## src/mips_consts.svh

```systemverilog
`ifndef MIPS_CONSTS_SVH
`define MIPS_CONSTS_SVH

// data path and address width.
`define NB_DATA  32

// register file address width.
`define NB_REGWR 5

// the data memory holds 256 words, so its word address is 8 bits wide.
`define DMEM_AW  8

`endif

```

## src/mips_isa_pkg.sv

```systemverilog
package mips_isa_pkg;

    typedef enum logic [3:0] {
        ADD  = 4'd0,
        SUB  = 4'd1,
        AND  = 4'd2,
        OR   = 4'd3,
        XOR  = 4'd4,
        NOR  = 4'd5,
        SLT  = 4'd6,
        SLTU = 4'd7,
        SLL  = 4'd8,
        SRL  = 4'd9,
        SRA  = 4'd10,
        LUI  = 4'd11
    } alu_op_e;

    // memory control field laid out as {unsigned, size[1:0], write, read}.
    typedef logic [4:0] mem_ctrl_t;

    localparam int MEM_READ_BIT     = 0;
    localparam int MEM_WRITE_BIT    = 1;
    localparam int MEM_SIZE_LSB     = 2;
    localparam int MEM_SIZE_MSB     = 3;
    localparam int MEM_UNSIGNED_BIT = 4;

    localparam logic [1:0] SIZE_BYTE = 2'b00;
    localparam logic [1:0] SIZE_HALF = 2'b01;
    localparam logic [1:0] SIZE_WORD = 2'b10;

    // writeback control field laid out as {link, mem_to_reg, reg_write}.
    typedef logic [2:0] wb_ctrl_t;

    localparam int WB_REG_WRITE_BIT  = 0;
    localparam int WB_MEM_TO_REG_BIT = 1;
    localparam int WB_LINK_BIT       = 2;

endpackage

```

## src/pipe_pkg.sv

```systemverilog
`include "mips_consts.svh"

package pipe_pkg;

    // operands, results, addresses and the pc.
    typedef logic [`NB_DATA-1:0] data_t;

    // destination register number.
    typedef logic [`NB_REGWR-1:0] reg_addr_t;

    // one write enable per byte lane where lane 0 is the low byte.
    typedef logic [3:0] byte_en_t;

endpackage

```

## src/alu_unit.sv

```systemverilog
`timescale 1ns/1ps

module alu_unit
(
    input  mips_isa_pkg::alu_op_e alu_op_i,
    input  pipe_pkg::data_t       operand_a_i,
    input  pipe_pkg::data_t       operand_b_i,
    output pipe_pkg::data_t       result_o
);

    logic [4:0] shamt;
    logic       lt_signed;
    logic       lt_unsigned;

    // the shift amount comes from the low bits of operand a.
    assign shamt       = operand_a_i[4:0];
    assign lt_signed   = $signed(operand_a_i) < $signed(operand_b_i);
    assign lt_unsigned = operand_a_i < operand_b_i;

    always_comb
    begin
        case (alu_op_i)
            mips_isa_pkg::ADD:
                result_o = operand_a_i + operand_b_i;
            mips_isa_pkg::SUB:
                result_o = operand_a_i - operand_b_i;
            mips_isa_pkg::AND:
                result_o = operand_a_i & operand_b_i;
            mips_isa_pkg::OR:
                result_o = operand_a_i | operand_b_i;
            mips_isa_pkg::XOR:
                result_o = operand_a_i ^ operand_b_i;
            mips_isa_pkg::NOR:
                result_o = ~(operand_a_i | operand_b_i);
            mips_isa_pkg::SLT:
                result_o = pipe_pkg::data_t'(lt_signed);
            mips_isa_pkg::SLTU:
                result_o = pipe_pkg::data_t'(lt_unsigned);
            mips_isa_pkg::SLL:
                result_o = operand_b_i << shamt;
            mips_isa_pkg::SRL:
                result_o = operand_b_i >> shamt;
            mips_isa_pkg::SRA:
                result_o = $signed(operand_b_i) >>> shamt;
            mips_isa_pkg::LUI:
                result_o = {operand_b_i[15:0], 16'h0000};
            default:
                result_o = '0;
        endcase
    end

endmodule

```

## config.mk

```make
export PLATFORM = sky130hd
export DESIGN_NAME = alu_unit
export DESIGN_NICKNAME = d
export VERILOG_FILES = /design/src/mips_isa_pkg.sv /design/src/pipe_pkg.sv /design/src/alu_unit.sv
export VERILOG_INCLUDE_DIRS = /design/src
export SDC_FILE = /design/constraint.sdc
export NUM_CORES = 1
export LEC_CHECK = 0
export ABC_AREA = 1
export BUFFER_PORTS_ARGS = -buffer_cell sky130_fd_sc_hd__buf_4
export CAP_MARGIN = 40
export CORE_MARGIN = 2
export CORE_UTILIZATION = 45
export DETAILED_ROUTE_END_ITERATION = 10
export PLACE_DENSITY = 0.76
export SLEW_MARGIN = 30
export SYNTH_ARGS = -nofsm -noshare
export SYNTH_HDL_FRONTEND = slang
export SYNTH_SLANG_ARGS = --single-unit
```

## constraint.sdc

```tcl
create_clock -name vclk -period 2.72
set_input_delay 0.408 -clock vclk [all_inputs]
set_output_delay 0.408 -clock vclk [all_outputs]
set_load 0.01 [all_outputs]
```

==> flow_metrics.tcl <==
set metrics [dict create \
    status "complete, but fails checks" \
    failing_checks "negative setup slack" \
    syn-num-nets 2433 \
    post-dp-hpwl_um 50150 \
    area_growth_syn_to_layout_pct 44.78 \
    grt_first_pass_wirelength_um 87390 \
    grtUsageMet3_pct 12.87 \
    arrival_ns 2.40 \
    finalCriticalPeriod_ns 2.810 \
    synthesis.instances 2265 \
    ys_seq_area_share_pct 0 \
    critPathCaptureType "output port" \
    drcViolationCount 0 \
    cell_with_the_largest_stage_delay_on_the_worst_path "sky130_fd_sc_hd__buf_4" \
    synth_largest_area_cell "sky130_fd_sc_hd__nand2_1" \
    cell_with_the_most_instances_after_synthesis "sky130_fd_sc_hd__nand2_1" \
    crit_family "buffers and inverters" \
    drt-vias-per-instance 5.778 \
    drt-initial-drc-count 2835 \
    crit_path_max_fanout 56 \
    utilization_after_layout_pct 66.13 \
    critical_path.most_common_cell "sky130_fd_sc_hd__buf_4" \
    grt_pass1_vias 15027 \
    antenna_cells 0 \
    routed_wire_length_per_instance_um 20.64 \
    startpoint_type "input pin" \
    global_route.overflow_total 0 \
    drt_wl_total_um 61110 \
    grt_use_total_pct 46.63 \
    ff_latch_area_sq_um 0 \
    tightestPinTransition_ns 0.7053 \
    hold_viol 0 \
    die-width_um 157.9 \
    mappedNetlistArea_sq_mm 0.01066 \
    share_of_final_layout_standard_cells_stronger_than_drive_strength_1_pct 27.44 \
    power.leakage_uw 0.008761 \
    hold-path-cell-count 5 \
    cell_depth_of_the_worst_setup_path 10 \
    final_antenna_net_count 0 \
    yosysWarnings 0 \
    pnr_worst_setup_slack_ns -0.08988 \
    grt_start_max_net_pins 68 \
    timing.max_cap.violations 0 \
    layout.sequential_cells 0 \
    top_usage_layer "met2" \
    dr_total_vias 17110 \
    irDropWorstVdd_v 0.0001316 \
    min_period_over_period_pct 103.3 \
    core_area_sq_mm 0.02333 \
    cells_along_the_critical_path "buf_4 > inv_1 > buf_4 > nand3_1 > o211ai_1 > nand2_1 > nor2_1 > buf_4 > nand3_1 > buf_4" \
    total_power_uw 3241 \
    use_met2_pct 67.52 \
    io_pins 100 \
    synth_top_area_share_pct 30.47 \
    core.rowCount 56 \
    placed_cell_area_sq_mm 0.01420 \
    global_route_met1_utilization_pct 62.16 \
    critical_path_class "in2out" \
    cp_data_required_time_ns 2.31 \
    synth_top_cells_by_count "sky130_fd_sc_hd__nand2_1, sky130_fd_sc_hd__nand3_1, sky130_fd_sc_hd__inv_1, sky130_fd_sc_hd__nor2_1, sky130_fd_sc_hd__ha_1" \
    synth.top_cells.by_area "sky130_fd_sc_hd__nand2_1, sky130_fd_sc_hd__nand3_1, sky130_fd_sc_hd__ha_1" \
    fp.dieArea_sq_mm 0.02493 \
    cts_hold_buf 0 \
    start_util_pct 45.67 \
    report.final.setup_viol 8 \
    numPlacedInstances 2952 \
    finalMaxSlewViolations 0 \
    routability_congestion_estimate_from_global_placement 1.060 \
    design.final.nets 2812 \
    numPortBuffers 100 \
    clock_buffer_instance_count_of_the_final_layout 0 \
    netlist-cell-type-count 40 \
    antenna_found_initial 0 \
    die_height_um 157.9 \
    final_cell_count_no_fill 2961 \
    rsz0062_at_grt "yes" \
    drt_first_pass_iters 7 \
    critical_path.max_stage_delay_ns 0.54 \
    max_clock_freq_mhz 355.9 \
    slew-limit-headroom_pct 52.98 \
    synthesis.area_per_instance_sq_um 4.705 \
    powerDensity_mw_per_mm2 210.0 \
    postLayoutCellArea_sq_mm 0.01543 \
    holdCritPathClass "in2out" \
    path_buf_inv 5 \
]
-- worst min-delay path, delay by kind of cell --
kind | cells | cell delay [ns]
buffers and inverters | 3 | 0.45
AOI/OAI and AO/OA | 1 | 0.11
and+or+nand+nor | 1 | 0.07
-- per-stage QoR --
step | setup TNS, ns | hold WS (ns) | worst slack, ns
floorplan | 0 | 1.078 | 0.02992
global placement | -2.482 | 1.412 | -0.2022
detailed placement | -2.890 | 1.402 | -0.2093
CTS | -0.08062 | 1.404 | -0.04176
global route | -1.169 | 1.455 | -0.1135
finish | -0.1621 | 1.457 | -0.08988
-- layer usage --
metal | wire length [um] | part of all wire [%]
met1 | 24160 | 40
met4 | 4323 | 7.1
met3 | 8325 | 14
met5 | 72 | 0.12
met2 | 24240 | 40
-- logic make-up (layout without fill, tap and decap cells) --
group	after synthesis	after routing	synth area share, %
compound gates	207	207	11.10
xor+xnor	3	3	0.2466
fa+ha+maj	100	100	11.88
buf+inv	426	803	16.12
simple gates	1529	1529	60.66
-- report_power, final --
group / switching [uW] / internal, uW
registers: 0 / 0
logic: 1950 / 1290
clock network: 0 / 0
-- worst paths after layout --
path                           start           end  slack [ns]
worst max-delay path  operand_a_i[3]  result_o[27]       -0.09
worst min-delay path  operand_a_i[4]   result_o[6]        1.46
-- area by class of cell --
type | count | area (sq um)
Fill cell | 2341 | 7904
Inverter | 334 | 1267
Multi-Input combinational cell | 1839 | 10010
Tap cell | 319 | 399.1
Timing Repair Buffer | 469 | 3754
-- layout by cell type (no fill, tap or decap), types with 27 or more instances in the layout --
cell,netlist,final
sky130_fd_sc_hd__o21ai_0,73,62
sky130_fd_sc_hd__nor2_2,4,39
sky130_fd_sc_hd__nand2_2,3,70
sky130_fd_sc_hd__nor2_1,184,135
sky130_fd_sc_hd__buf_4,5,441
sky130_fd_sc_hd__nand3_2,0,27
sky130_fd_sc_hd__ha_4,0,27
sky130_fd_sc_hd__ha_1,98,65
sky130_fd_sc_hd__a21oi_1,75,58
sky130_fd_sc_hd__inv_1,326,307
sky130_fd_sc_hd__nand2_1,865,794
sky130_fd_sc_hd__nand3_1,407,374
-- what timing repair did --
| item | CTS | global route |
|---|---|---|
| setup endpoints to repair | 31 | 32 |
| pin swaps | 6 | 40 |
| resized for setup | 69 | 241 |
| gates cloned | 0 | 1 |
| buffers inserted | 0 | 9 |
Note: power is estimated with default switching activity, not from simulation.
