--- src/mips_consts.svh ---
`ifndef MIPS_CONSTS_SVH
`define MIPS_CONSTS_SVH

// data path and address width.
`define NB_DATA  32

// register file address width.
`define NB_REGWR 5

// the data memory holds 256 words, so its word address is 8 bits wide.
`define DMEM_AW  8

`endif

--- src/mips_isa_pkg.sv ---
package mips_isa_pkg;

    typedef enum logic [3:0] {
        ADD  = 4'd0,
        SUB  = 4'd1,
        AND  = 4'd2,
        OR   = 4'd3,
        XOR  = 4'd4,
        NOR  = 4'd5,
        SLT  = 4'd6,
        SLTU = 4'd7,
        SLL  = 4'd8,
        SRL  = 4'd9,
        SRA  = 4'd10,
        LUI  = 4'd11
    } alu_op_e;

    // memory control field laid out as {unsigned, size[1:0], write, read}.
    typedef logic [4:0] mem_ctrl_t;

    localparam int MEM_READ_BIT     = 0;
    localparam int MEM_WRITE_BIT    = 1;
    localparam int MEM_SIZE_LSB     = 2;
    localparam int MEM_SIZE_MSB     = 3;
    localparam int MEM_UNSIGNED_BIT = 4;

    localparam logic [1:0] SIZE_BYTE = 2'b00;
    localparam logic [1:0] SIZE_HALF = 2'b01;
    localparam logic [1:0] SIZE_WORD = 2'b10;

    // writeback control field laid out as {link, mem_to_reg, reg_write}.
    typedef logic [2:0] wb_ctrl_t;

    localparam int WB_REG_WRITE_BIT  = 0;
    localparam int WB_MEM_TO_REG_BIT = 1;
    localparam int WB_LINK_BIT       = 2;

endpackage

--- src/pipe_pkg.sv ---
`include "mips_consts.svh"

package pipe_pkg;

    // operands, results, addresses and the pc.
    typedef logic [`NB_DATA-1:0] data_t;

    // destination register number.
    typedef logic [`NB_REGWR-1:0] reg_addr_t;

    // one write enable per byte lane where lane 0 is the low byte.
    typedef logic [3:0] byte_en_t;

endpackage

--- src/ex_mem_stage.sv ---
`timescale 1ns/1ps

module ex_mem_stage
(
    input  logic                   clock,
    input  logic                   reset_i,
    input  logic                   en_pipeline_i,
    input  pipe_pkg::data_t        alu_result_i,
    input  pipe_pkg::data_t        lane_data_i,
    input  pipe_pkg::byte_en_t     byte_en_i,
    input  pipe_pkg::reg_addr_t    write_reg_i,
    input  pipe_pkg::data_t        pc_i,
    input  mips_isa_pkg::mem_ctrl_t mem_ctrl_i,
    input  mips_isa_pkg::wb_ctrl_t wb_ctrl_i,
    input  logic                   halt_i,
    output pipe_pkg::data_t        alu_result_o,
    output pipe_pkg::data_t        lane_data_o,
    output pipe_pkg::byte_en_t     byte_en_o,
    output pipe_pkg::reg_addr_t    write_reg_o,
    output pipe_pkg::data_t        pc_o,
    output mips_isa_pkg::mem_ctrl_t mem_ctrl_o,
    output mips_isa_pkg::wb_ctrl_t wb_ctrl_o,
    output logic                   halt_o
);

    // everything holds while the pipeline is stalled.
    always_ff @(posedge clock)
    begin
        if (reset_i)
        begin
            alu_result_o <= '0;
            lane_data_o  <= '0;
            byte_en_o    <= '0;
            write_reg_o  <= '0;
            pc_o         <= '0;
            mem_ctrl_o   <= '0;
            wb_ctrl_o    <= '0;
            halt_o       <= 1'b0;
        end
        else if (en_pipeline_i)
        begin
            alu_result_o <= alu_result_i;
            lane_data_o  <= lane_data_i;
            byte_en_o    <= byte_en_i;
            write_reg_o  <= write_reg_i;
            pc_o         <= pc_i;
            mem_ctrl_o   <= mem_ctrl_i;
            wb_ctrl_o    <= wb_ctrl_i;
            halt_o       <= halt_i;
        end
    end

    // an operation in the memory stage either loads or stores, never both.
    assert property (@(posedge clock) disable iff (reset_i)
        !(mem_ctrl_o[mips_isa_pkg::MEM_READ_BIT] && mem_ctrl_o[mips_isa_pkg::MEM_WRITE_BIT]))
        else $error("memory stage holds a load and a store at once");

endmodule

--- config.mk ---
export PLATFORM = sky130hd
export DESIGN_NAME = ex_mem_stage
export DESIGN_NICKNAME = d
export VERILOG_FILES = /design/src/mips_isa_pkg.sv /design/src/pipe_pkg.sv /design/src/ex_mem_stage.sv
export VERILOG_INCLUDE_DIRS = /design/src
export SDC_FILE = /design/constraint.sdc
export NUM_CORES = 1
export LEC_CHECK = 0
export BUFFER_PORTS_ARGS = -buffer_cell sky130_fd_sc_hd__buf_2
export CAP_MARGIN = 10
export CORE_MARGIN = 5
export CORE_UTILIZATION = 44
export DETAILED_ROUTE_END_ITERATION = 16
export PLACE_DENSITY = 0.8
export SYNTH_ARGS = -nofsm -noshare
export SYNTH_HDL_FRONTEND = slang
export SYNTH_SLANG_ARGS = --single-unit
--- constraint.sdc ---
create_clock -name clock -period 1.1 [get_ports clock]
set_input_delay 0.055 -clock clock [delete_from_list [all_inputs] [get_ports clock]]
set_output_delay 0.055 -clock clock [all_outputs]
set_load 0.05 [all_outputs]
==> results.cfg, run 1 <==
[floorplanning]
die_w_um = 106
core.rowCount = 35
core_area_um2 = 9150
start_util_pct = 44.6
die-area_um2 = 11300
io-pin-count = 231
die_height_um = 106

[sta]
finalSetupViolCount = 9
tightest_slew_ps = 285
fmax_ghz = 0.823
fin_skew_ps = 0
fin_crit_ps = 1220
finalSetupTns_ps = -221
hold_violations = 0
final_max_slew_viol_count = 0
rsz0062_at_grt = yes
relSlewSlack_pct = 80.5
fin_ws_ps = -116
fin_crit_sh_pct = 111

[routing]
via_per_inst = 5.19
ant_nets = 0
drc = 0
wl_per_cell_um = 22.2
vias = 4400
routed_wl_um = 18800
drt_pass1_iterations = 5
drt_iter0_drc = 255

[worst_setup_path]
critical-path-slowest-cell = dlygate4sd3_1
worst_setup_path_end_kind = register
worstSetupStartpointType = input port
crit_top_cell = buf_12
cp_cell_sequence = dlygate4sd3_1, buf_12, buf_12, mux2i_1, nor2_1
critPathTopFamily = buffers and inverters
cpPeakStageDelay_ps = 590
crit_required_ps = 1460
critPathMaxFanout = 26
path_class = in2reg
cp_num_buf_inv = 3
critical_path_arrival_ps = 1570

[power_and_ir_drop]
p_per_area_nw_per_um2 = 1580
p_leak_nw = 3.89
power_frac_comb_pct = 22.0
p_sw_share_pct = 31.1
switching_power_w = 0.00394
p_seq_share_pct = 36.8
p_int_w = 0.00872
vdd_drop_max_v = 0.000953
p_clk_share_pct = 41.2

[logic_synthesis]
synth.distinct_cells = 9
syn_area_per_cell_um2 = 11.1
syn_area_um2 = 4080
ys.warnings.count = 0
syn_nets = 485
synth_top_area_share_pct = 55.9
synth_top_area_cell = dfxtp_1
synth_seq_area_share_pct = 55.9
synth.top_cells.by_area = dfxtp_1 56%, mux2i_1 28%, nor2_1 10%
postSynthCellCount = 368
synth_seq_cells = 114

[placement]
port_buffers = 230
gp_congestion = 0.728
place_hpwl_um = 7760

[global_route]
grt-ovfl-total = 0
grt_antenna_before_repair = 1
grt_max_degree = 59
grt_use_total_pct = 29.5
grt_pass1_vias = 4858
grt_pass1_wl_um = 25700

[final_layout]
layout_common_cells = 115 x dlygate4sd3_1, 114 x nor2_1, 114 x buf_2, 113 x mux2i_1, 104 x dfxtp_2
nets = 839
final_util_pct = 87.5
final_common_cell = dlygate4sd3_1
fill_cells = 378
drive_above_1_share_pct = 52.8
area_growth_pct = 96.2

[status]
violations = setup timing
status = complete, but fails checks

[clocking]
numCtsBuffers = 17
clock_path_buffers = 2
cts_tree = yes
cts-htree-levels = 4
clock_sinks = 114
cts.clk_slew.worst_paths_ps = 60
clock_latency_ps = 490
cts_root_buf = clkbuf_8

[job]
drv_cap = 0

[hold_path]
worstHoldPathType = in2reg
-- power by group through the flow --
stage / combinational (W) / sequential, W / clock [W]
after floorplan: 0.000548 / 0.00544 / 0
after global placement: 0.00191 / 0.00457 / 0
after detailed placement: 0.00194 / 0.00458 / 0
after CTS: 0.00254 / 0.00457 / 0.00516
after global routing: 0.00289 / 0.00467 / 0.00547
final: 0.00279 / 0.00465 / 0.00522
-- registers in the layout (all words and copies together) (netlist names) --
register,cells
alu_result_o,32
byte_en_o,4
halt_o,1
lane_data_o,32
mem_ctrl_o,5
pc_o,32
wb_ctrl_o,3
write_reg_o,5
-- Yosys cell counts --
cell type / number
dfxtp_1: 114
mux2i_1: 114
nor2_1: 114
buf_1: 6
buf_12: 6
buf_4: 6
clkbuf_1: 5
buf_2: 2
buf_8: 1
-- timing repair --
action | in CTS | in global routing
endpoints found under the setup margin | 114 | 107
buffers inserted | 0 | 5
resized for setup | 241 | 127
hold buffers | 115 | 0
hold endpoints to repair | 114 | 0
-- cells by family (layout without fill, tap and decap cells) --
logic type    Yosys count  after routing  share of synthesized area [%]
mux                   114            114                           27.9
buf+inv                26            393                           5.67
flops                 114            114                           55.9
simple gates          114            114                           10.5
other cells             0              1                              0
-- path summary, 6_finish.rpt --
check,slack (ps),end,startpoint,cells past startpoint
setup / recovery,-120,alu_result_o[5],en_pipeline_i,5
hold / removal,20,pc_o[18],reset_i,3
setup reg to reg,200,pc_o[19],pc_o[19],3
hold reg to reg,500,lane_data_o[16],lane_data_o[16],2
-- routing by layer --
layer,vias to the layer above,track usage [%],share of wire [%]
met1,2093,29.0,34
li1,1932,-,-
met2,291,53.6,52
met4,0,17.4,6.0
met3,84,9.53,8.0
met5,-,0,0
-- worst reg2reg max path, cell delays in order (launching register included) --
cell	delay, ps
dfxtp_2	340
buf_4	140
mux2i_1	200
nor2_1	110
-- stage by stage --
stage	hold slack, ps	setup WS, ps	total power [W]	instance area (um2)	std cells
6_report	24.4	-116	0.0127	8010	847
5_1_grt	41.5	-95.5	0.0130	8010	847
4_1_cts	5.96	0.00466	0.0123	7700	841
3_5_place_dp	297	114	0.00653	5300	694
3_3_place_gp	287	167	0.00648	5300	694
2_1_floorplan	202	218	0.00599	4080	368
-- cell type report --
type / instances / area, um2 / area share, %
Multi-Input combinational cell: 228 / 1570 / 19.6
Tap cell: 111 / 139 / 1.73
Timing Repair Buffer: 361 / 3310 / 41.3
Sequential cell: 114 / 2430 / 30.3
Clock inverter: 14 / 131 / 1.64
Antenna cell: 1 / 2.50 / 0.0312
Clock buffer: 18 / 428 / 5.34
No activity file was read; power rests on OpenSTA's default activity.
==> run 2, diff against run 1 <==
- CORE_ASPECT_RATIO: default -> 0.6
==> run 2 against run 1 <==
The run still ends with setup timing left. First-iteration DRC count decreased by 28%. Fmax rose by 7.9%. Combinational power fell by 13%. Sequential power shrank 3%. Worst setup slack better by 89 ps. Design area decreased by 10%. Die area rose by 0.56%. Largest power group unchanged.
==> results.cfg, run 2 (same netlist as run 1, synthesis figures left out) <==
[floorplanning]
start_util_pct = 44.8
core.rowCount = 27
die_height_um = 84.6
die_w_um = 134
die-area_um2 = 11400
core_area_um2 = 9120
io-pin-count = 231

[worst_setup_path]
critPathTopFamily = flip-flops
cp_num_buf_inv = 1
path_class = reg2out
cpPeakStageDelay_ps = 380
timing.rr.start = lane_data_o[30]
rrSetupSlack_ps = 330
worstSetupStartpointType = register
reg2regPathDepth = 2
critical_path_arrival_ps = 1070
critical-path-slowest-cell = dfxtp_1
cp_cell_sequence = buf_2
crit_required_ps = 1040
worst_setup_path_end_kind = output pin
critPathMaxFanout = 2
r2r_end = lane_data_o[30]

[global_route]
grt_pass1_vias = 4397
grt-ovfl-total = 0
grt_use_total_pct = 25.5
grt_pass1_wl_um = 22800
grt_max_degree = 51
grt_antenna_before_repair = 0

[clocking]
clock_latency_ps = 400
cts_tree = yes
cts_root_buf = clkbuf_16
numCtsBuffers = 17
clock_sinks = 114
cts-htree-levels = 4
clock_path_buffers = 2
cts.clk_slew.worst_paths_ps = 60

[placement]
place_hpwl_um = 8170
gp_congestion = 0.748
place_area_um2 = 5330
port_buffers = 230

[power_and_ir_drop]
vdd_drop_max_v = 0.00126
p_leak_nw = 3.71
p_per_area_nw_per_um2 = 1710

[final_layout]
fin_area_um2 = 7190
nets = 840
area_growth_pct = 76.0
drive_above_1_share_pct = 37.5
n_antenna_cell = 0
final_common_cell = buf_2
top_regs = alu_result_o x32, lane_data_o x32, pc_o x32
layout_common_cells = 178 x buf_2, 115 x dlygate4sd3_1, 114 x mux2i_1, 114 x nor2_1, 114 x dfxtp_1

[routing]
met2WireLength_um = 7930
drc = 0
drt_iter0_drc = 183
wl_per_cell_um = 18.4
wl_met1_um = 5890
topRoutingLayerUsed = met4
drt_pass1_iterations = 4
routed_wl_um = 15700
vias = 4173
via_per_inst = 4.90
dr_wl_met3_um = 1340
ant_nets = 0

[sta]
tightest_slew_ps = 243
fin_ws_ps = -26.7
fin_crit_ps = 1130
hold_ws_ps = 81.5
final_max_slew_viol_count = 0
fmax_ghz = 0.888
hold_violations = 0
fin_skew_ps = 0
finalSetupTns_ps = -28.6
finalSetupViolCount = 2
fin_crit_sh_pct = 102
relSlewSlack_pct = 83.3

[status]
status = complete, but fails checks
violations = setup timing

[hold_path]
worstHoldStart = en_pipeline_i
worstHoldPathType = in2reg
worstHoldEndpoint = pc_o[30]
holdPathStages = 3

[job]
drv_cap = 0
## run 2: area by class of cell
class,instances,area [um2]
clock inverter,10,109
clock buffer,22,464
fill,526,1930
timing repair buffer,362,2620
sequential,114,2280
tap,116,145
multi-input combinational,228,1570
## run 2: worst max-delay path by stage
stage | start | slack (ps) | depth (start not counted) | endpoint
global route | mem_ctrl_o[2] | -40 | 1 | mem_ctrl_o[2]
detailed placement | en_pipeline_i | 140 | 4 | lane_data_o[15]
global placement | en_pipeline_i | 210 | 4 | lane_data_o[23]
CTS | lane_data_o[30] | 0.1 | 1 | lane_data_o[30]
finish | mem_ctrl_o[2] | -30 | 1 | mem_ctrl_o[2]
floorplan | alu_result_o[0] | 220 | 2 | alu_result_o[0]
## run 2: through the flow
step	instances	utilization [%]	setup slack [ps]	power (W)
global route	852	78.8	-43.9	0.0127
floorplan	368	-	218	0.00599
finish	852	78.8	-26.7	0.0123
detailed placement	705	58.5	142	0.00655
global placement	705	58.5	207	0.00650
CTS	852	77.5	0.105	0.0122
## run 2: power by group
part           total (W)  internal (W)  switching (W)
logic            0.00243      0.000928        0.00150
registers        0.00453       0.00438       0.000150
clock network    0.00534       0.00343        0.00191
total             0.0123       0.00875        0.00355
## run 2: timing repair
action | CTS | global route
cloned | 0 | 0
endpoints found under the setup margin | 3 | 47
hold buffers | 115 | 0
setup buffers | 0 | 0
gates resized for setup | 3 | 53
hold endpoints to repair | 114 | 0
## run 2: per-layer routing
metal | vias up | GRT usage [%]
met5 | - | 0
met4 | 0 | 11.6
met3 | 42 | 8.92
met2 | 229 | 44.2
met1 | 1972 | 28.3
li1 | 1930 | -
==> run 3, diff against run 2 <==
- SETUP_SLACK_MARGIN: default -> 0.15
==> run 3 against run 2 <==
The flow now finishes without violations. Sequential share of layout area shrank 3.1 points. Die area is the same. Via count increased by 8.8%. Sequential power rose by 4%. Critical endpoint is now pc_o[24]. Highest routed layer unchanged.
==> results.cfg, run 3 (same netlist as run 1, synthesis figures left out) <==
[global_route]
grt_antenna_before_repair = 0
grt_pass1_vias = 4877
grt_pass1_wl_um = 27400
grt.busiest_layer = met2
grt_use_total_pct = 31.3
grt_max_degree = 51
gr-usage-met3_pct = 11.1
grt_use_met2_pct = 55.8
grt-ovfl-total = 0
grt_use_met1_pct = 33.5

[power_and_ir_drop]
p_per_area_nw_per_um2 = 1540
p_seq_share_pct = 35.6
p_int_w = 0.00928
p_sw_share_pct = 29.6
p_leak_nw = 4.13
vdd_drop_max_v = 0.00128
p_clk_share_pct = 41.4
power_frac_comb_pct = 23.0
switching_power_w = 0.00391

[worst_setup_path]
path_class = reg2out
cpPeakStageDelay_ps = 370
worstSetupStartpointType = register
critPathTopFamily = flip-flops
critical_path_arrival_ps = 930
crit_required_ps = 1040
cp_cell_sequence = buf_8
cp_num_buf_inv = 1
critical-path-slowest-cell = dfxtp_2
worst_setup_path_end_kind = output pin
critPathMaxFanout = 2

[clocking]
clock_sinks = 114
clock_path_buffers = 2
cts_tree = yes
clock_latency_ps = 390
cts_root_buf = clkbuf_16
cts-htree-levels = 4
cts.clk_slew.worst_paths_ps = 60
numCtsBuffers = 17

[final_layout]
drive_above_1_share_pct = 54.3
fin_area_um2 = 8540
n_antenna_cell = 0
final_common_cell = dlygate4sd3_1
area_growth_pct = 109
nets = 861
layout_common_cells = 115 x dlygate4sd3_1, 114 x mux2i_1, 114 x nor2_1, 114 x buf_2, 112 x buf_8
top_regs = alu_result_o x32, lane_data_o x32, pc_o x32
fill_cells = 278

[sta]
fmax_ghz = 1.01
fin_crit_sh_pct = 89.9
finalSetupViolCount = 0
hold_violations = 0
fin_skew_ps = 0
final_max_slew_viol_count = 0
rsz0062_at_grt = yes
relSlewSlack_pct = 80.4
tightest_slew_ps = 285
finalSetupTns_ps = 0
fin_crit_ps = 989
hold_ws_ps = 115

[job]
drv_cap = 0

[floorplanning]
core_area_um2 = 9120
die-area_um2 = 11400
io-pin-count = 231
die_height_um = 84.6
die_w_um = 134
start_util_pct = 44.8
core.rowCount = 27

[routing]
wl_per_cell_um = 23.1
drt_pass1_iterations = 4
via_per_inst = 5.20
routed_wl_um = 20100
ant_nets = 0
drc = 0
drt_iter0_drc = 285
vias = 4539

[hold_path]
worstHoldPathType = in2reg

[placement]
gp_congestion = 0.748
port_buffers = 230
place_area_um2 = 5330
place_hpwl_um = 8170

[status]
status = completed
[run 3: changes by cell type in the layout (fill, tap and decap cells not counted), sizes merged]
| cell | before | now |
|---|---|---|
| buf | 205 | 268 |
| clkbuf | 64 | 22 |
[run 3: path summary, 6_finish.rpt]
path,to,start,slack (ps),cells after the start
setup / recovery,pc_o[24],pc_o[24],110,1
hold / removal,pc_o[30],en_pipeline_i,120,3
setup reg to reg,lane_data_o[30],lane_data_o[30],160,3
hold reg to reg,pc_o[10],pc_o[10],510,2
[run 3: area by class of cell]
cell class	instances	area (um2)	area share (%)
clock buffers	22	464	5.44
clock inverters	10	109	1.27
multi-input cells	228	1570	18.4
flip-flops and latches	114	2440	28.6
well taps	116	145	1.70
repair buffers	383	3810	44.6
[run 3: timing repair]
item                       in CTS  in global routing
hold buffers                  115                  0
cloned                          0                  0
hold endpoints to repair      114                  0
resized for setup             426                 41
pin swaps                       0                  0
setup buffers                   4                 17
setup endpoints to repair     114                199
[run 3: layer usage]
metal	part of all wire (%)	vias up
met1	35	2162
met2	50	328
met4	4.4	0
met5	0	-
met3	10	75
li1	-	1974
[run 3: through the flow]
step	util (%)	power (W)	setup WS [ps]	instances
floorplan	-	0.00599	218	368
global placement	58.5	0.00650	207	705
detailed placement	58.5	0.00655	142	705
CTS	90.5	0.0127	120	856
global route	93.6	0.0135	88.5	873
finish	93.6	0.0132	111	873
[run 3: power groups by stage]
| stage | clock network (W) | logic, W | registers [W] |
|---|---|---|---|
| floorplan | 0 | 0.000548 | 0.00544 |
| global placement | 0 | 0.00193 | 0.00458 |
| detailed placement | 0 | 0.00196 | 0.00458 |
| CTS | 0.00537 | 0.00272 | 0.00465 |
| global route | 0.00568 | 0.00312 | 0.00471 |
| finish | 0.00546 | 0.00303 | 0.00469 |
